`src/dcache_macros.svh`:
```
// Data cache geometry macros
// Block size, set count and the split of the 30-bit word address

`ifndef DCACHE_MACROS_SVH
`define DCACHE_MACROS_SVH

// Words per block, also the length of every bus burst
`define DCACHE_BLOCK_WORDS 4

// Number of sets in each way
`define DCACHE_SETS 2

// Word offset within a block
`define DCACHE_OFFSET_BITS ($clog2(`DCACHE_BLOCK_WORDS))

// Set index
`define DCACHE_INDEX_BITS ($clog2(`DCACHE_SETS))

// Tag takes whatever is left of the word address
`define DCACHE_TAG_BITS (30 - `DCACHE_OFFSET_BITS - `DCACHE_INDEX_BITS)

`endif

```
`src/dcache_pkg.sv`:
```
// Data cache shared types
// Address views and the miss FSM state encoding

`include "dcache_macros.svh"

package dcache_pkg;

    // Address split into cache fields, MSB first
    typedef struct packed {
        logic [`DCACHE_TAG_BITS-1:0]    tag;
        logic [`DCACHE_INDEX_BITS-1:0]  setIndex;
        logic [`DCACHE_OFFSET_BITS-1:0] wordOffset;
        logic [1:0]                     byteOffset;
    } dcacheAddrFields_t;

    // Same 32 bits seen as a raw word or as cache fields
    typedef union packed {
        logic [31:0]       raw;
        dcacheAddrFields_t fields;
    } dcacheAddr_t;

    // Miss handling states
    typedef enum logic [1:0] {
        Idle,
        WriteBack,
        Fill
    } cacheState_t;

endpackage

```
`src/dcache.sv`:
```
// Two-way set-associative write-back data cache
// Byte merge, way read select and bus address forming around the storage and FSM

`include "dcache_macros.svh"

module dcache
    import dcache_pkg::*;
(
    input  logic        clk,
    input  logic        rst,
    input  logic        MemWriteM,
    input  logic        MemtoRegM,
    input  logic [31:0] VirtA,
    input  logic [31:0] WD,
    input  logic [3:0]  ByteMaskM,
    input  logic [31:0] HRData,
    input  logic        BusReady,
    output logic [31:0] RD,
    output logic        Stall,
    output logic        HRequestM,
    output logic        HWriteM,
    output logic [31:0] HAddr,
    output logic [31:0] HWData
);

    dcacheAddr_t addr;
    dcacheAddr_t busAddr;

    // Way memory lookup
    logic                        way0Valid;
    logic                        way1Valid;
    logic                        way0Dirty;
    logic                        way1Dirty;
    logic [`DCACHE_TAG_BITS-1:0] way0Tag;
    logic [`DCACHE_TAG_BITS-1:0] way1Tag;
    logic [31:0]                 way0Word;
    logic [31:0]                 way1Word;
    logic                        lruBit;

    // Controller strobes
    logic                           waySel;
    logic                           way0En;
    logic                           way1En;
    logic                           dataWe;
    logic                           tagWe;
    logic                           validIn;
    logic                           dirtyIn;
    logic                           useVictimTag;
    logic [`DCACHE_OFFSET_BITS-1:0] busWordOffset;
    logic                           useBusData;
    logic                           lruWe;
    logic                           lruIn;

    logic [31:0]                 selWord;
    logic [31:0]                 mergedWord;
    logic [31:0]                 wordIn;
    logic [`DCACHE_TAG_BITS-1:0] victimTag;

    // No TLB, virtual address used as physical
    assign addr.raw = VirtA;

    // Word of the selected way feeds loads and writeback data
    assign selWord = waySel ? way1Word : way0Word;
    assign RD      = selWord;
    assign HWData  = selWord;

    // Store bytes over the cached word
    always_comb begin
        for (int b = 0; b < 4; b++) begin
            mergedWord[b*8 +: 8] = ByteMaskM[b] ? WD[b*8 +: 8] : selWord[b*8 +: 8];
        end
    end

    assign wordIn = useBusData ? HRData : mergedWord;

    // Bus address, victim tag only during writeback
    assign victimTag                  = waySel ? way1Tag : way0Tag;
    assign busAddr.fields.tag         = useVictimTag ? victimTag : addr.fields.tag;
    assign busAddr.fields.setIndex    = addr.fields.setIndex;
    assign busAddr.fields.wordOffset  = busWordOffset;
    assign busAddr.fields.byteOffset  = 2'b00;
    assign HAddr                      = busAddr.raw;

    dcache_way_memory wayMem (
        .clk        (clk),
        .rst        (rst),
        .setIndex   (addr.fields.setIndex),
        .wordOffset (busWordOffset),
        .way0En     (way0En),
        .way1En     (way1En),
        .dataWe     (dataWe),
        .tagWe      (tagWe),
        .validIn    (validIn),
        .dirtyIn    (dirtyIn),
        .tagIn      (addr.fields.tag),
        .wordIn     (wordIn),
        .lruWe      (lruWe),
        .lruIn      (lruIn),
        .way0Valid  (way0Valid),
        .way1Valid  (way1Valid),
        .way0Dirty  (way0Dirty),
        .way1Dirty  (way1Dirty),
        .way0Tag    (way0Tag),
        .way1Tag    (way1Tag),
        .way0Word   (way0Word),
        .way1Word   (way1Word),
        .lruBit     (lruBit)
    );

    dcache_controller ctrl (
        .clk           (clk),
        .rst           (rst),
        .MemWriteM     (MemWriteM),
        .MemtoRegM     (MemtoRegM),
        .BusReady      (BusReady),
        .addr          (addr),
        .way0Valid     (way0Valid),
        .way1Valid     (way1Valid),
        .way0Dirty     (way0Dirty),
        .way1Dirty     (way1Dirty),
        .way0Tag       (way0Tag),
        .way1Tag       (way1Tag),
        .lruBit        (lruBit),
        .Stall         (Stall),
        .HRequestM     (HRequestM),
        .HWriteM       (HWriteM),
        .waySel        (waySel),
        .way0En        (way0En),
        .way1En        (way1En),
        .dataWe        (dataWe),
        .tagWe         (tagWe),
        .validIn       (validIn),
        .dirtyIn       (dirtyIn),
        .useVictimTag  (useVictimTag),
        .busWordOffset (busWordOffset),
        .useBusData    (useBusData),
        .lruWe         (lruWe),
        .lruIn         (lruIn)
    );

endmodule

```
`src/dcache_controller.sv`:
```
// Data cache controller
// Hit detection, victim choice and the writeback/fill burst FSM

`include "dcache_macros.svh"

module dcache_controller
    import dcache_pkg::*;
(
    input  logic                           clk,
    input  logic                           rst,
    input  logic                           MemWriteM,
    input  logic                           MemtoRegM,
    input  logic                           BusReady,
    input  dcacheAddr_t                    addr,
    input  logic                           way0Valid,
    input  logic                           way1Valid,
    input  logic                           way0Dirty,
    input  logic                           way1Dirty,
    input  logic [`DCACHE_TAG_BITS-1:0]    way0Tag,
    input  logic [`DCACHE_TAG_BITS-1:0]    way1Tag,
    input  logic                           lruBit,
    output logic                           Stall,
    output logic                           HRequestM,
    output logic                           HWriteM,
    output logic                           waySel,
    output logic                           way0En,
    output logic                           way1En,
    output logic                           dataWe,
    output logic                           tagWe,
    output logic                           validIn,
    output logic                           dirtyIn,
    output logic                           useVictimTag,
    output logic [`DCACHE_OFFSET_BITS-1:0] busWordOffset,
    output logic                           useBusData,
    output logic                           lruWe,
    output logic                           lruIn
);

    cacheState_t state;
    cacheState_t stateNext;

    logic [`DCACHE_OFFSET_BITS-1:0] wordCount;
    logic                           lastWord;

    logic request;
    logic hit0;
    logic hit1;
    logic hit;
    logic victimWay;
    logic victimDirty;
    logic victimQ;

    assign request = MemWriteM | MemtoRegM;

    // Tag compare on both ways
    assign hit0 = way0Valid && (way0Tag == addr.fields.tag);
    assign hit1 = way1Valid && (way1Tag == addr.fields.tag);
    assign hit  = hit0 | hit1;

    // Invalid way first, otherwise the LRU way
    always_comb begin
        if (!way0Valid) begin
            victimWay = 1'b0;
        end else if (!way1Valid) begin
            victimWay = 1'b1;
        end else begin
            victimWay = lruBit;
        end
    end

    assign victimDirty = victimWay ? way1Dirty : way0Dirty;

    // Victim held for the whole miss sequence
    always_ff @(posedge clk) begin
        if (state == Idle) begin
            victimQ <= victimWay;
        end
    end

    // Block size is a power of two, so the last word is all ones
    assign lastWord = &wordCount;

    always_ff @(posedge clk) begin
        if (rst) begin
            state     <= Idle;
            wordCount <= '0;
        end else begin
            state <= stateNext;
            if (state == Idle) begin
                wordCount <= '0;
            end else if (BusReady) begin
                // Wraps to zero between writeback and fill
                wordCount <= wordCount + 1'b1;
            end
        end
    end

    always_comb begin
        stateNext = state;
        case (state)
            Idle: begin
                if (request && !hit) begin
                    stateNext = victimDirty ? WriteBack : Fill;
                end
            end
            WriteBack: begin
                if (BusReady && lastWord) begin
                    stateNext = Fill;
                end
            end
            Fill: begin
                if (BusReady && lastWord) begin
                    stateNext = Idle;
                end
            end
            default: stateNext = Idle;
        endcase
    end

    // Array write strobes
    always_comb begin
        dataWe  = 1'b0;
        tagWe   = 1'b0;
        validIn = 1'b0;
        dirtyIn = 1'b0;
        lruWe   = 1'b0;
        case (state)
            Idle: begin
                if (request && hit) begin
                    lruWe = 1'b1;
                    if (MemWriteM) begin
                        dataWe  = 1'b1;
                        tagWe   = 1'b1;
                        validIn = 1'b1;
                        dirtyIn = 1'b1;
                    end
                end
            end
            Fill: begin
                if (BusReady) begin
                    dataWe  = 1'b1;
                    // Tag goes in with the last word, block clean
                    tagWe   = lastWord;
                    validIn = lastWord;
                end
            end
            default: ;
        endcase
    end

    // Hit way while idle, victim during bursts
    assign waySel = (state == Idle) ? (hit ? hit1 : victimWay) : victimQ;
    assign way0En = ~waySel;
    assign way1En = waySel;

    // LRU names the way that was not just used
    assign lruIn = ~waySel;

    assign busWordOffset = (state == Idle) ? addr.fields.wordOffset : wordCount;
    assign useVictimTag  = (state == WriteBack);
    assign useBusData    = (state == Fill);

    // Bus levels come straight from the state
    assign HRequestM = (state != Idle);
    assign HWriteM   = (state == WriteBack);

    assign Stall = request && !((state == Idle) && hit);

endmodule

```
`src/dcache_way_memory.sv`:
```
// Two-way storage for the data cache
// Block data, tags, valid and dirty bits per way, plus one LRU bit per set

`include "dcache_macros.svh"

module dcache_way_memory (
    input  logic                           clk,
    input  logic                           rst,
    input  logic [`DCACHE_INDEX_BITS-1:0]  setIndex,
    input  logic [`DCACHE_OFFSET_BITS-1:0] wordOffset,
    input  logic                           way0En,
    input  logic                           way1En,
    input  logic                           dataWe,
    input  logic                           tagWe,
    input  logic                           validIn,
    input  logic                           dirtyIn,
    input  logic [`DCACHE_TAG_BITS-1:0]    tagIn,
    input  logic [31:0]                    wordIn,
    input  logic                           lruWe,
    input  logic                           lruIn,
    output logic                           way0Valid,
    output logic                           way1Valid,
    output logic                           way0Dirty,
    output logic                           way1Dirty,
    output logic [`DCACHE_TAG_BITS-1:0]    way0Tag,
    output logic [`DCACHE_TAG_BITS-1:0]    way1Tag,
    output logic [31:0]                    way0Word,
    output logic [31:0]                    way1Word,
    output logic                           lruBit
);

    // Block data, one word per entry
    logic [31:0] dataMem [2][`DCACHE_SETS][`DCACHE_BLOCK_WORDS];

    // Per-set tags for each way
    logic [`DCACHE_TAG_BITS-1:0] tagMem [2][`DCACHE_SETS];

    // Status bits, one vector per way
    logic [`DCACHE_SETS-1:0] validMem [2];
    logic [`DCACHE_SETS-1:0] dirtyMem [2];

    // Way to evict next in each set
    logic [`DCACHE_SETS-1:0] lruMem;

    logic [1:0] wayEn;

    assign wayEn = {way1En, way0En};

    // Data and tag storage
    always_ff @(posedge clk) begin
        for (int w = 0; w < 2; w++) begin
            if (wayEn[w] && dataWe) begin
                dataMem[w][setIndex][wordOffset] <= wordIn;
            end
            if (wayEn[w] && tagWe) begin
                tagMem[w][setIndex] <= tagIn;
            end
        end
    end

    // Valid and dirty are written together with the tag
    always_ff @(posedge clk) begin
        if (rst) begin
            for (int w = 0; w < 2; w++) begin
                validMem[w] <= '0;
                dirtyMem[w] <= '0;
            end
        end else begin
            for (int w = 0; w < 2; w++) begin
                if (wayEn[w] && tagWe) begin
                    validMem[w][setIndex] <= validIn;
                    dirtyMem[w][setIndex] <= dirtyIn;
                end
            end
        end
    end

    // Replacement state
    always_ff @(posedge clk) begin
        if (rst) begin
            lruMem <= '0;
        end else if (lruWe) begin
            lruMem[setIndex] <= lruIn;
        end
    end

    // Combinational lookup of the addressed set
    assign way0Valid = validMem[0][setIndex];
    assign way1Valid = validMem[1][setIndex];
    assign way0Dirty = dirtyMem[0][setIndex];
    assign way1Dirty = dirtyMem[1][setIndex];
    assign way0Tag   = tagMem[0][setIndex];
    assign way1Tag   = tagMem[1][setIndex];

    // Addressed word of each way
    assign way0Word = dataMem[0][setIndex][wordOffset];
    assign way1Word = dataMem[1][setIndex][wordOffset];

    assign lruBit = lruMem[setIndex];

endmodule

```
`config.mk`:
```
export PLATFORM = sky130hd
export DESIGN_NAME = dcache
export DESIGN_NICKNAME = d
export VERILOG_FILES = /design/src/dcache_pkg.sv /design/src/dcache.sv /design/src/dcache_controller.sv /design/src/dcache_way_memory.sv
export VERILOG_INCLUDE_DIRS = /design/src /design/src/src
export SDC_FILE = /design/constraint.sdc
export NUM_CORES = 1
export LEC_CHECK = 0
export ABC_CLOCK_PERIOD_IN_PS = 6200
export BUFFER_PORTS_ARGS = -buffer_cell sky130_fd_sc_hd__buf_2
export CAP_MARGIN = 25
export CORE_AREA = 2 2 244 246
export CTS_BUF_LIST = sky130_fd_sc_hd__clkbuf_4 sky130_fd_sc_hd__clkbuf_8 sky130_fd_sc_hd__clkbuf_16
export CTS_CLUSTER_SIZE = 8
export DETAILED_ROUTE_END_ITERATION = 8
export DIE_AREA = 0 0 246 248
export PLACE_DENSITY_LB_ADDON = 0.3
export SLEW_MARGIN = 5
export SYNTH_ARGS = -nofsm -noshare
export SYNTH_HDL_FRONTEND = slang
export SYNTH_SLANG_ARGS = --single-unit
```
`constraint.sdc`:
```
create_clock -name clk -period 6.2 [get_ports clk]
set_input_delay 0.31 -clock clk [delete_from_list [all_inputs] [get_ports clk]]
set_output_delay 0.31 -clock clk [all_outputs]
set_load 0.02 [all_outputs]
```
==> results of run 1 <==
==> cell usage after synthesis, types with 12 or more instances <==
| master | count | share of area, % |
|---|---|---|
| nor4_1 | 21 | 0.50 |
| clkbuf_1 | 64 | 0.92 |
| xnor2_1 | 54 | 1.8 |
| a31o_2 | 14 | 0.47 |
| nand2_1 | 140 | 2.0 |
| buf_4 | 38 | 1.1 |
| a222oi_1 | 28 | 1.1 |
| and3_1 | 13 | 0.31 |
| and4_1 | 19 | 0.64 |
| a21o_1 | 28 | 0.80 |
| edfxtp_1 | 629 | 72 |
| nor2_1 | 56 | 0.80 |
| a21oi_1 | 21 | 0.40 |
| mux2i_1 | 103 | 3.9 |
| a31oi_1 | 18 | 0.43 |
| o21ai_0 | 41 | 0.79 |
| a221oi_1 | 30 | 1.0 |
| buf_1 | 13 | 0.19 |
| a22oi_1 | 155 | 4.5 |
| buf_2 | 12 | 0.23 |
| a22o_1 | 18 | 0.60 |
==> sequential cells by signal, indices dropped and copies added (netlist names) <==
register / cells
ctrl.state: 2
ctrl.wordCount: 2
wayMem.validMem: 4
wayMem.dirtyMem: 4
wayMem.lruMem: 2
ctrl.victimQ: 1
wayMem.tagMem: 108
wayMem.dataMem: 512
==> layout make-up <==
type	instances	area (µm²)	area share (%)
well taps	773	967	3.14
clock buffers	98	2330	7.56
repair buffers	285	1780	5.79
multi-input cells	895	6540	21.2
flip-flops and latches	635	19000	61.7
diodes	1	2.50	0.00812
inverters	13	48.8	0.158
clock inverters	7	128	0.414
==> kinds of logic after synthesis <==
family	synth area share, %
AOI/OAI and AO/OA	11.8
xor gates and xnor gates	1.91
adders and majority gates	0.0479
buffers and inverters	3.00
DFF	72.8
muxes	4.91
other	0.0144
and+or+nand+nor	5.54
==> power groups by stage <==
stage	clock network, mW	logic, mW	registers [mW]
final	4.33	2.30	5.16
after global routing	4.55	2.47	5.16
after CTS	4.39	2.30	5.15
after detailed placement	0	2.28	5.23
after global placement	0	2.24	5.23
after floorplan	0	1.56	5.21
==> layer usage <==
layer | share of wire [%] | routed length (µm)
met1 | 40 | 29700
met2 | 48 | 35300
met3 | 8.7 | 6370
met4 | 2.9 | 2100
met5 | 0 | 0
==> worst paths after layout <==
| check | start | end | cells after the start |
|---|---|---|---|
| worst max-delay path | ctrl.state[1] | RD[7] | 11 |
| worst min-delay path | VirtA[25] | wayMem.tagMem[0][20] | 1 |
| worst max register to register | ctrl.state[1] | wayMem.dataMem[0][245] | 10 |
| worst min register to register | wayMem.lruMem[0] | wayMem.lruMem[0] | 2 |
==> through the flow <==
step	total power, mW	std cells	util [%]	instance area [µm²]	hold WS [ns]
final	11.8	2707	52.7	30800	0.0294
after global routing	12.2	2706	52.7	30800	0.0244
after CTS	11.8	2706	52.7	30800	0.00504
after detailed placement	7.51	2573	48.0	28100	0.488
after global placement	7.47	2572	48.0	28100	0.480
after floorplan	6.77	1679	-	26100	0.409
==> cell usage in the layout (no fill, tap or decap), types with 11 or more instances in the layout <==
cell type | netlist | routed
a21o_1 | 28 | 28
a21oi_1 | 21 | 21
a221oi_1 | 30 | 30
a222oi_1 | 28 | 28
a22o_1 | 18 | 18
a22oi_1 | 155 | 155
a31o_2 | 14 | 14
a31oi_1 | 18 | 18
and3_1 | 13 | 13
and4_1 | 19 | 19
buf_2 | 12 | 198
buf_4 | 38 | 52
clkbuf_16 | 0 | 91
dlygate4sd3_1 | 0 | 28
edfxtp_1 | 629 | 629
mux2_2 | 11 | 11
mux2i_1 | 103 | 103
nand2_1 | 140 | 140
nand4_1 | 11 | 11
nor2_1 | 56 | 39
nor2_4 | 0 | 16
nor4_1 | 21 | 21
o21ai_0 | 41 | 40
xnor2_1 | 54 | 54
==> timing repair <==
action,4_1_cts,5_1_grt
hold buffers,28,0
endpoints found under the setup margin,0,0
hold endpoints to repair,108,0
==> results.py, run 1 <==
metrics = {
    "die": {
        "top_level_ports": 204,
        "initial_core_util_pct": 44.7,
        "die_y_um": 248,
        "core_um2": 58500,
        "std_cell_rows": 89,
        "die_w_um": 246,
        "die_area_um2": 61000,
    },
    "sta": {
        "finClkSkew_ns": 0.0313,
        "rsz0062_at_grt": "no",
        "max_freq_ghz": 0.183,
        "setup_violations": 0,
        "finalSetupTns_ns": 0,
        "worst_slack_ns": 0.743,
        "fin_crit_ns": 5.46,
        "fin_crit_sh_pct": 88.0,
        "hold_viol": 0,
        "tightest_slew_ns": 1.07,
        "slew_headroom_pct": 28.2,
        "finalMaxSlewViolations": 0,
    },
    "global_routing": {
        "grt_usage_pct": 23.9,
        "use_met3_pct": 4.15,
        "grt_max_degree": 91,
        "use_met1_pct": 32.2,
        "antenna_found_initial": 0,
        "grt.overflow.total": 0,
        "first_global_vias": 16100,
        "use_met2_pct": 39.5,
        "grt.busiest_layer": "met2",
        "grt_pass1_wl_mm": 106,
    },
    "status": {
        "status": "complete, no violations",
    },
    "synthesis": {
        "avgSynthCellArea_um2": 15.6,
        "synthFlopType": "edfxtp_1",
        "synth_area_um2": 26100,
        "syn_inst": 1678,
        "synth_edf_count": 629,
        "synth_seq_cells": 635,
        "ys_warn_count": 0,
        "seq_area_frac_synth_pct": 72.8,
        "async_flop_share_pct": 0,
        "synth_cell_type_count": 62,
    },
    "routing": {
        "drc": 0,
        "drt-pass1-iter-count": 7,
        "drt-initial-drc-count": 1898,
        "drt-total-wl_mm": 73.4,
        "drtAntennaViolNets": 0,
        "wire_per_inst_um": 27.1,
        "via_count": 16300,
        "vias_per_cell": 6.03,
    },
    "setup_path": {
        "path_buf_inv": 4,
        "crit_required_ns": 5.89,
        "cp_data_arrival_time_ns": 5.15,
        "crit_top_cell": "buf_4",
        "cpPeakStageDelay_ns": 0.74,
        "cp-start-kind": "register",
        "crit_type": "register to primary output",
        "ff2ff_setup_slack_ns": 1.21,
        "cp_top_family": "simple AND/OR/NAND/NOR gates",
        "slowest_stage": "and2_2",
        "crit_chain": "or2_1, clkinv_1, buf_4, o31ai_4, and2_2, buf_4, a22o_1, a221oi_1, and3_1, mux2i_1, buf_2",
        "endpoint_kind": "primary output",
        "critPathMaxFanout": 23,
    },
    "job": {
        "cap_violations": 0,
    },
    "clock_network": {
        "cts-resized-gates": 0,
        "cts_tree": "done",
        "cts.sinks": 635,
        "cts_root_buffer": "clkbuf_16",
        "cts_buffers": 89,
        "htreeDepth": 3,
        "cts_buffer_depth": 3,
        "insertion_delay_ns": 0.64,
        "postCtsSetupRepairBufs": 0,
        "clk_pin_slew_ns": 0.05,
    },
    "pwr": {
        "p_comb_share_pct": 19.5,
        "p_int_mw": 8.42,
        "switching_share_pct": 28.6,
        "p_per_area_nw_per_um2": 383,
        "switchingPower_mw": 3.37,
        "peakVddDrop_v": 0.000265,
        "clockPowerShare_pct": 36.8,
        "leakage_nw": 10.6,
        "seqPwrFrac_pct": 43.7,
    },
    "cells_and_area": {
        "num-fill-cells": 4729,
        "drive_gt1_share_pct": 22.9,
        "fin_nets": 2025,
        "syn_to_final_growth_pct": 17.9,
    },
    "worst_hold_path": {
        "min-delay-path-class": "input port to register",
    },
    "placed_design": {
        "portBuffers": 199,
        "pre_cts_slack_ns": 1.22,
        "hpwl_mm": 42.8,
        "gp_congestion": 0.838,
    },
}
No activity file was read; power rests on OpenSTA's default activity.
==> run 2: changes to the inputs <==
- CAP_MARGIN: 25 -> not set
- CORE_AREA: 2 2 244 246 -> 2 2 212 214
- DIE_AREA: 0 0 246 248 -> 0 0 214 216
==> results.py, run 2 (synthesized netlist as in run 1, its figures left out) <==
metrics = {
    "status": {
        "status": "complete, no violations",
    },
    "cells_and_area": {
        "seqCellArea_um2": 19000,
        "drive_gt1_share_pct": 22.7,
        "final_cell_mix": "629 x edfxtp_1, 198 x buf_2, 155 x a22oi_1",
        "regMostFlops": "wayMem.dataMem",
        "fin_nets": 2015,
        "largest_register_ffs": 512,
        "post-route-cell-area_um2": 30500,
        "multiInputGateArea_um2": 6530,
        "num-fill-cells": 2781,
        "final_common_cell": "edfxtp_1",
        "reg_top3": "wayMem.dataMem x512, wayMem.tagMem x108",
        "syn_to_final_growth_pct": 16.9,
    },
    "global_routing": {
        "grt_max_degree": 85,
        "first_global_vias": 16600,
        "antenna_found_initial": 1,
        "grt_pass1_wl_mm": 104,
        "grt.overflow.total": 0,
        "grt_usage_pct": 30.4,
    },
    "clock_network": {
        "cts-resized-gates": 0,
        "cts.sinks": 635,
        "clk_pin_slew_ns": 0.05,
        "htreeDepth": 3,
        "cts_buffers": 89,
        "cts_tree": "done",
        "cts_buffer_depth": 3,
        "insertion_delay_ns": 0.62,
        "cts_root_buffer": "clkbuf_16",
    },
    "setup_path": {
        "cp_data_arrival_time_ns": 5.17,
        "crit_top_cell": "buf_4",
        "reg2reg_from": "ctrl.state[1]",
        "crit_chain": "or2_1, clkinv_1, o31ai_4, buf_4, and2_1, buf_4, a22oi_1, and4_1, mux2i_1, buf_2",
        "ff2ff_path_depth": 10,
        "endpoint_kind": "primary output",
        "crit_type": "register to primary output",
        "cpPeakStageDelay_ns": 0.67,
        "crit_required_ns": 5.89,
        "critPathMaxFanout": 51,
        "slowest_stage": "clkinv_1",
        "ff2ff_setup_slack_ns": 1.18,
        "r2r_end": "wayMem.dataMem[0][176]",
        "cp-start-kind": "register",
    },
    "placed_design": {
        "hpwl_mm": 40.1,
        "gp_congestion": 0.859,
        "pre_cts_slack_ns": 1.27,
        "portBuffers": 199,
        "place_area_um2": 27900,
    },
    "worst_hold_path": {
        "hp-start": "VirtA[6]",
        "hold_depth": 1,
        "min-delay-path-class": "input port to register",
        "worstHoldEndpoint": "wayMem.tagMem[0][82]",
    },
    "sta": {
        "max_freq_ghz": 0.182,
        "tightest_slew_ns": 1.29,
        "worst_slack_ns": 0.719,
        "fin_crit_ns": 5.48,
        "slew_headroom_pct": 13.8,
        "finClkSkew_ns": 0.0231,
        "fin_crit_sh_pct": 88.4,
        "finalMaxSlewViolations": 0,
        "hold_viol": 0,
        "rsz0062_at_grt": "no",
        "setup_violations": 0,
        "finalSetupTns_ns": 0,
    },
    "die": {
        "std_cell_rows": 77,
        "initial_core_util_pct": 59.6,
        "die_y_um": 216,
        "die_area_um2": 46200,
        "top_level_ports": 204,
        "die_w_um": 214,
        "core_um2": 43800,
    },
    "routing": {
        "via_count": 16700,
        "drt-total-wl_mm": 71.0,
        "drt-pass1-iter-count": 6,
        "wire_per_inst_um": 28.2,
        "drt-initial-drc-count": 2423,
        "drc": 0,
        "drtAntennaViolNets": 0,
        "vias_per_cell": 6.66,
    },
    "job": {
        "cap_violations": 0,
    },
    "pwr": {
        "p_per_area_nw_per_um2": 385,
        "peakVddDrop_v": 0.000302,
        "leakage_nw": 10.6,
    },
}
run 2: cell count changes in the layout (fill, tap and decap cells not counted), moves of 2 or more:
cell           previous run  this run
buf_12                    5        12
buf_4                    52        41
clkinv_16                 3         1
dlygate4sd3_1            28        23
inv_6                     1         3
run 2: cell type report:
cell class,instances,area share (%)
Timing Repair Buffer,275,5.83
Sequential cell,635,62.2
Multi-Input combinational cell,895,21.4
Antenna cell,1,0.00819
Clock inverter,6,0.336
Tap cell,592,2.42
Inverter,13,0.160
Clock buffer,99,7.65
run 2: worst max path at each step:
stage                        startpoint                      to  cells after the start
final                     ctrl.state[1]              HWData[16]                     10
after global routing      ctrl.state[1]                  RD[16]                     10
after CTS                 ctrl.state[1]              HWData[17]                      9
after detailed placement       VirtA[4]  wayMem.dataMem[0][511]                     12
after global placement         VirtA[4]  wayMem.dataMem[0][511]                     12
after floorplan                VirtA[4]  wayMem.dataMem[0][384]                     11
run 2: metal layers:
metal | vias up | GRT usage [%] | share of wire, %
met5 | - | 0 | 0.018
met4 | 2 | 13.6 | 4.0
met3 | 170 | 5.79 | 11
li1 | 7111 | - | -
met2 | 1143 | 50.2 | 49
met1 | 8318 | 39.5 | 36
run 2: critical path, delay by kind of cell, from the launching register on:
kind	cells	cell delay, ns
and+or+nand+nor	3	1.03
AOI/OAI and AO/OA	2	0.50
DFF	1	0.61
muxes	1	0.47
buffers and inverters	4	1.91
run 2: report_power, final:
part | switching (mW) | internal [mW] | total [mW] | leakage (nW)
logic | 1.61 | 0.666 | 2.28 | 3.66
clock network | 1.66 | 2.66 | 4.32 | 1.20
registers | 0.0333 | 5.12 | 5.16 | 5.74
run 2: repair_timing:
action / 4_1_cts / 5_1_grt
hold buffers: 23 / 0
buffers inserted: 0 / 0
endpoints found under the setup margin: 0 / 0
hold endpoints to repair: 90 / 0
run 2: through the flow:
| step | power, mW | hold WS (ns) | utilization (%) | instances |
|---|---|---|---|---|
| 2_1_floorplan | 6.77 | 0.409 | - | 1679 |
| 3_3_place_gp | 7.39 | 0.481 | 63.6 | 2387 |
| 3_5_place_dp | 7.46 | 0.489 | 63.6 | 2387 |
| 4_1_cts | 11.8 | 0.00477 | 69.7 | 2515 |
| 5_1_grt | 12.1 | 0.0223 | 69.7 | 2515 |
| 6_report | 11.8 | 0.0269 | 69.7 | 2516 |
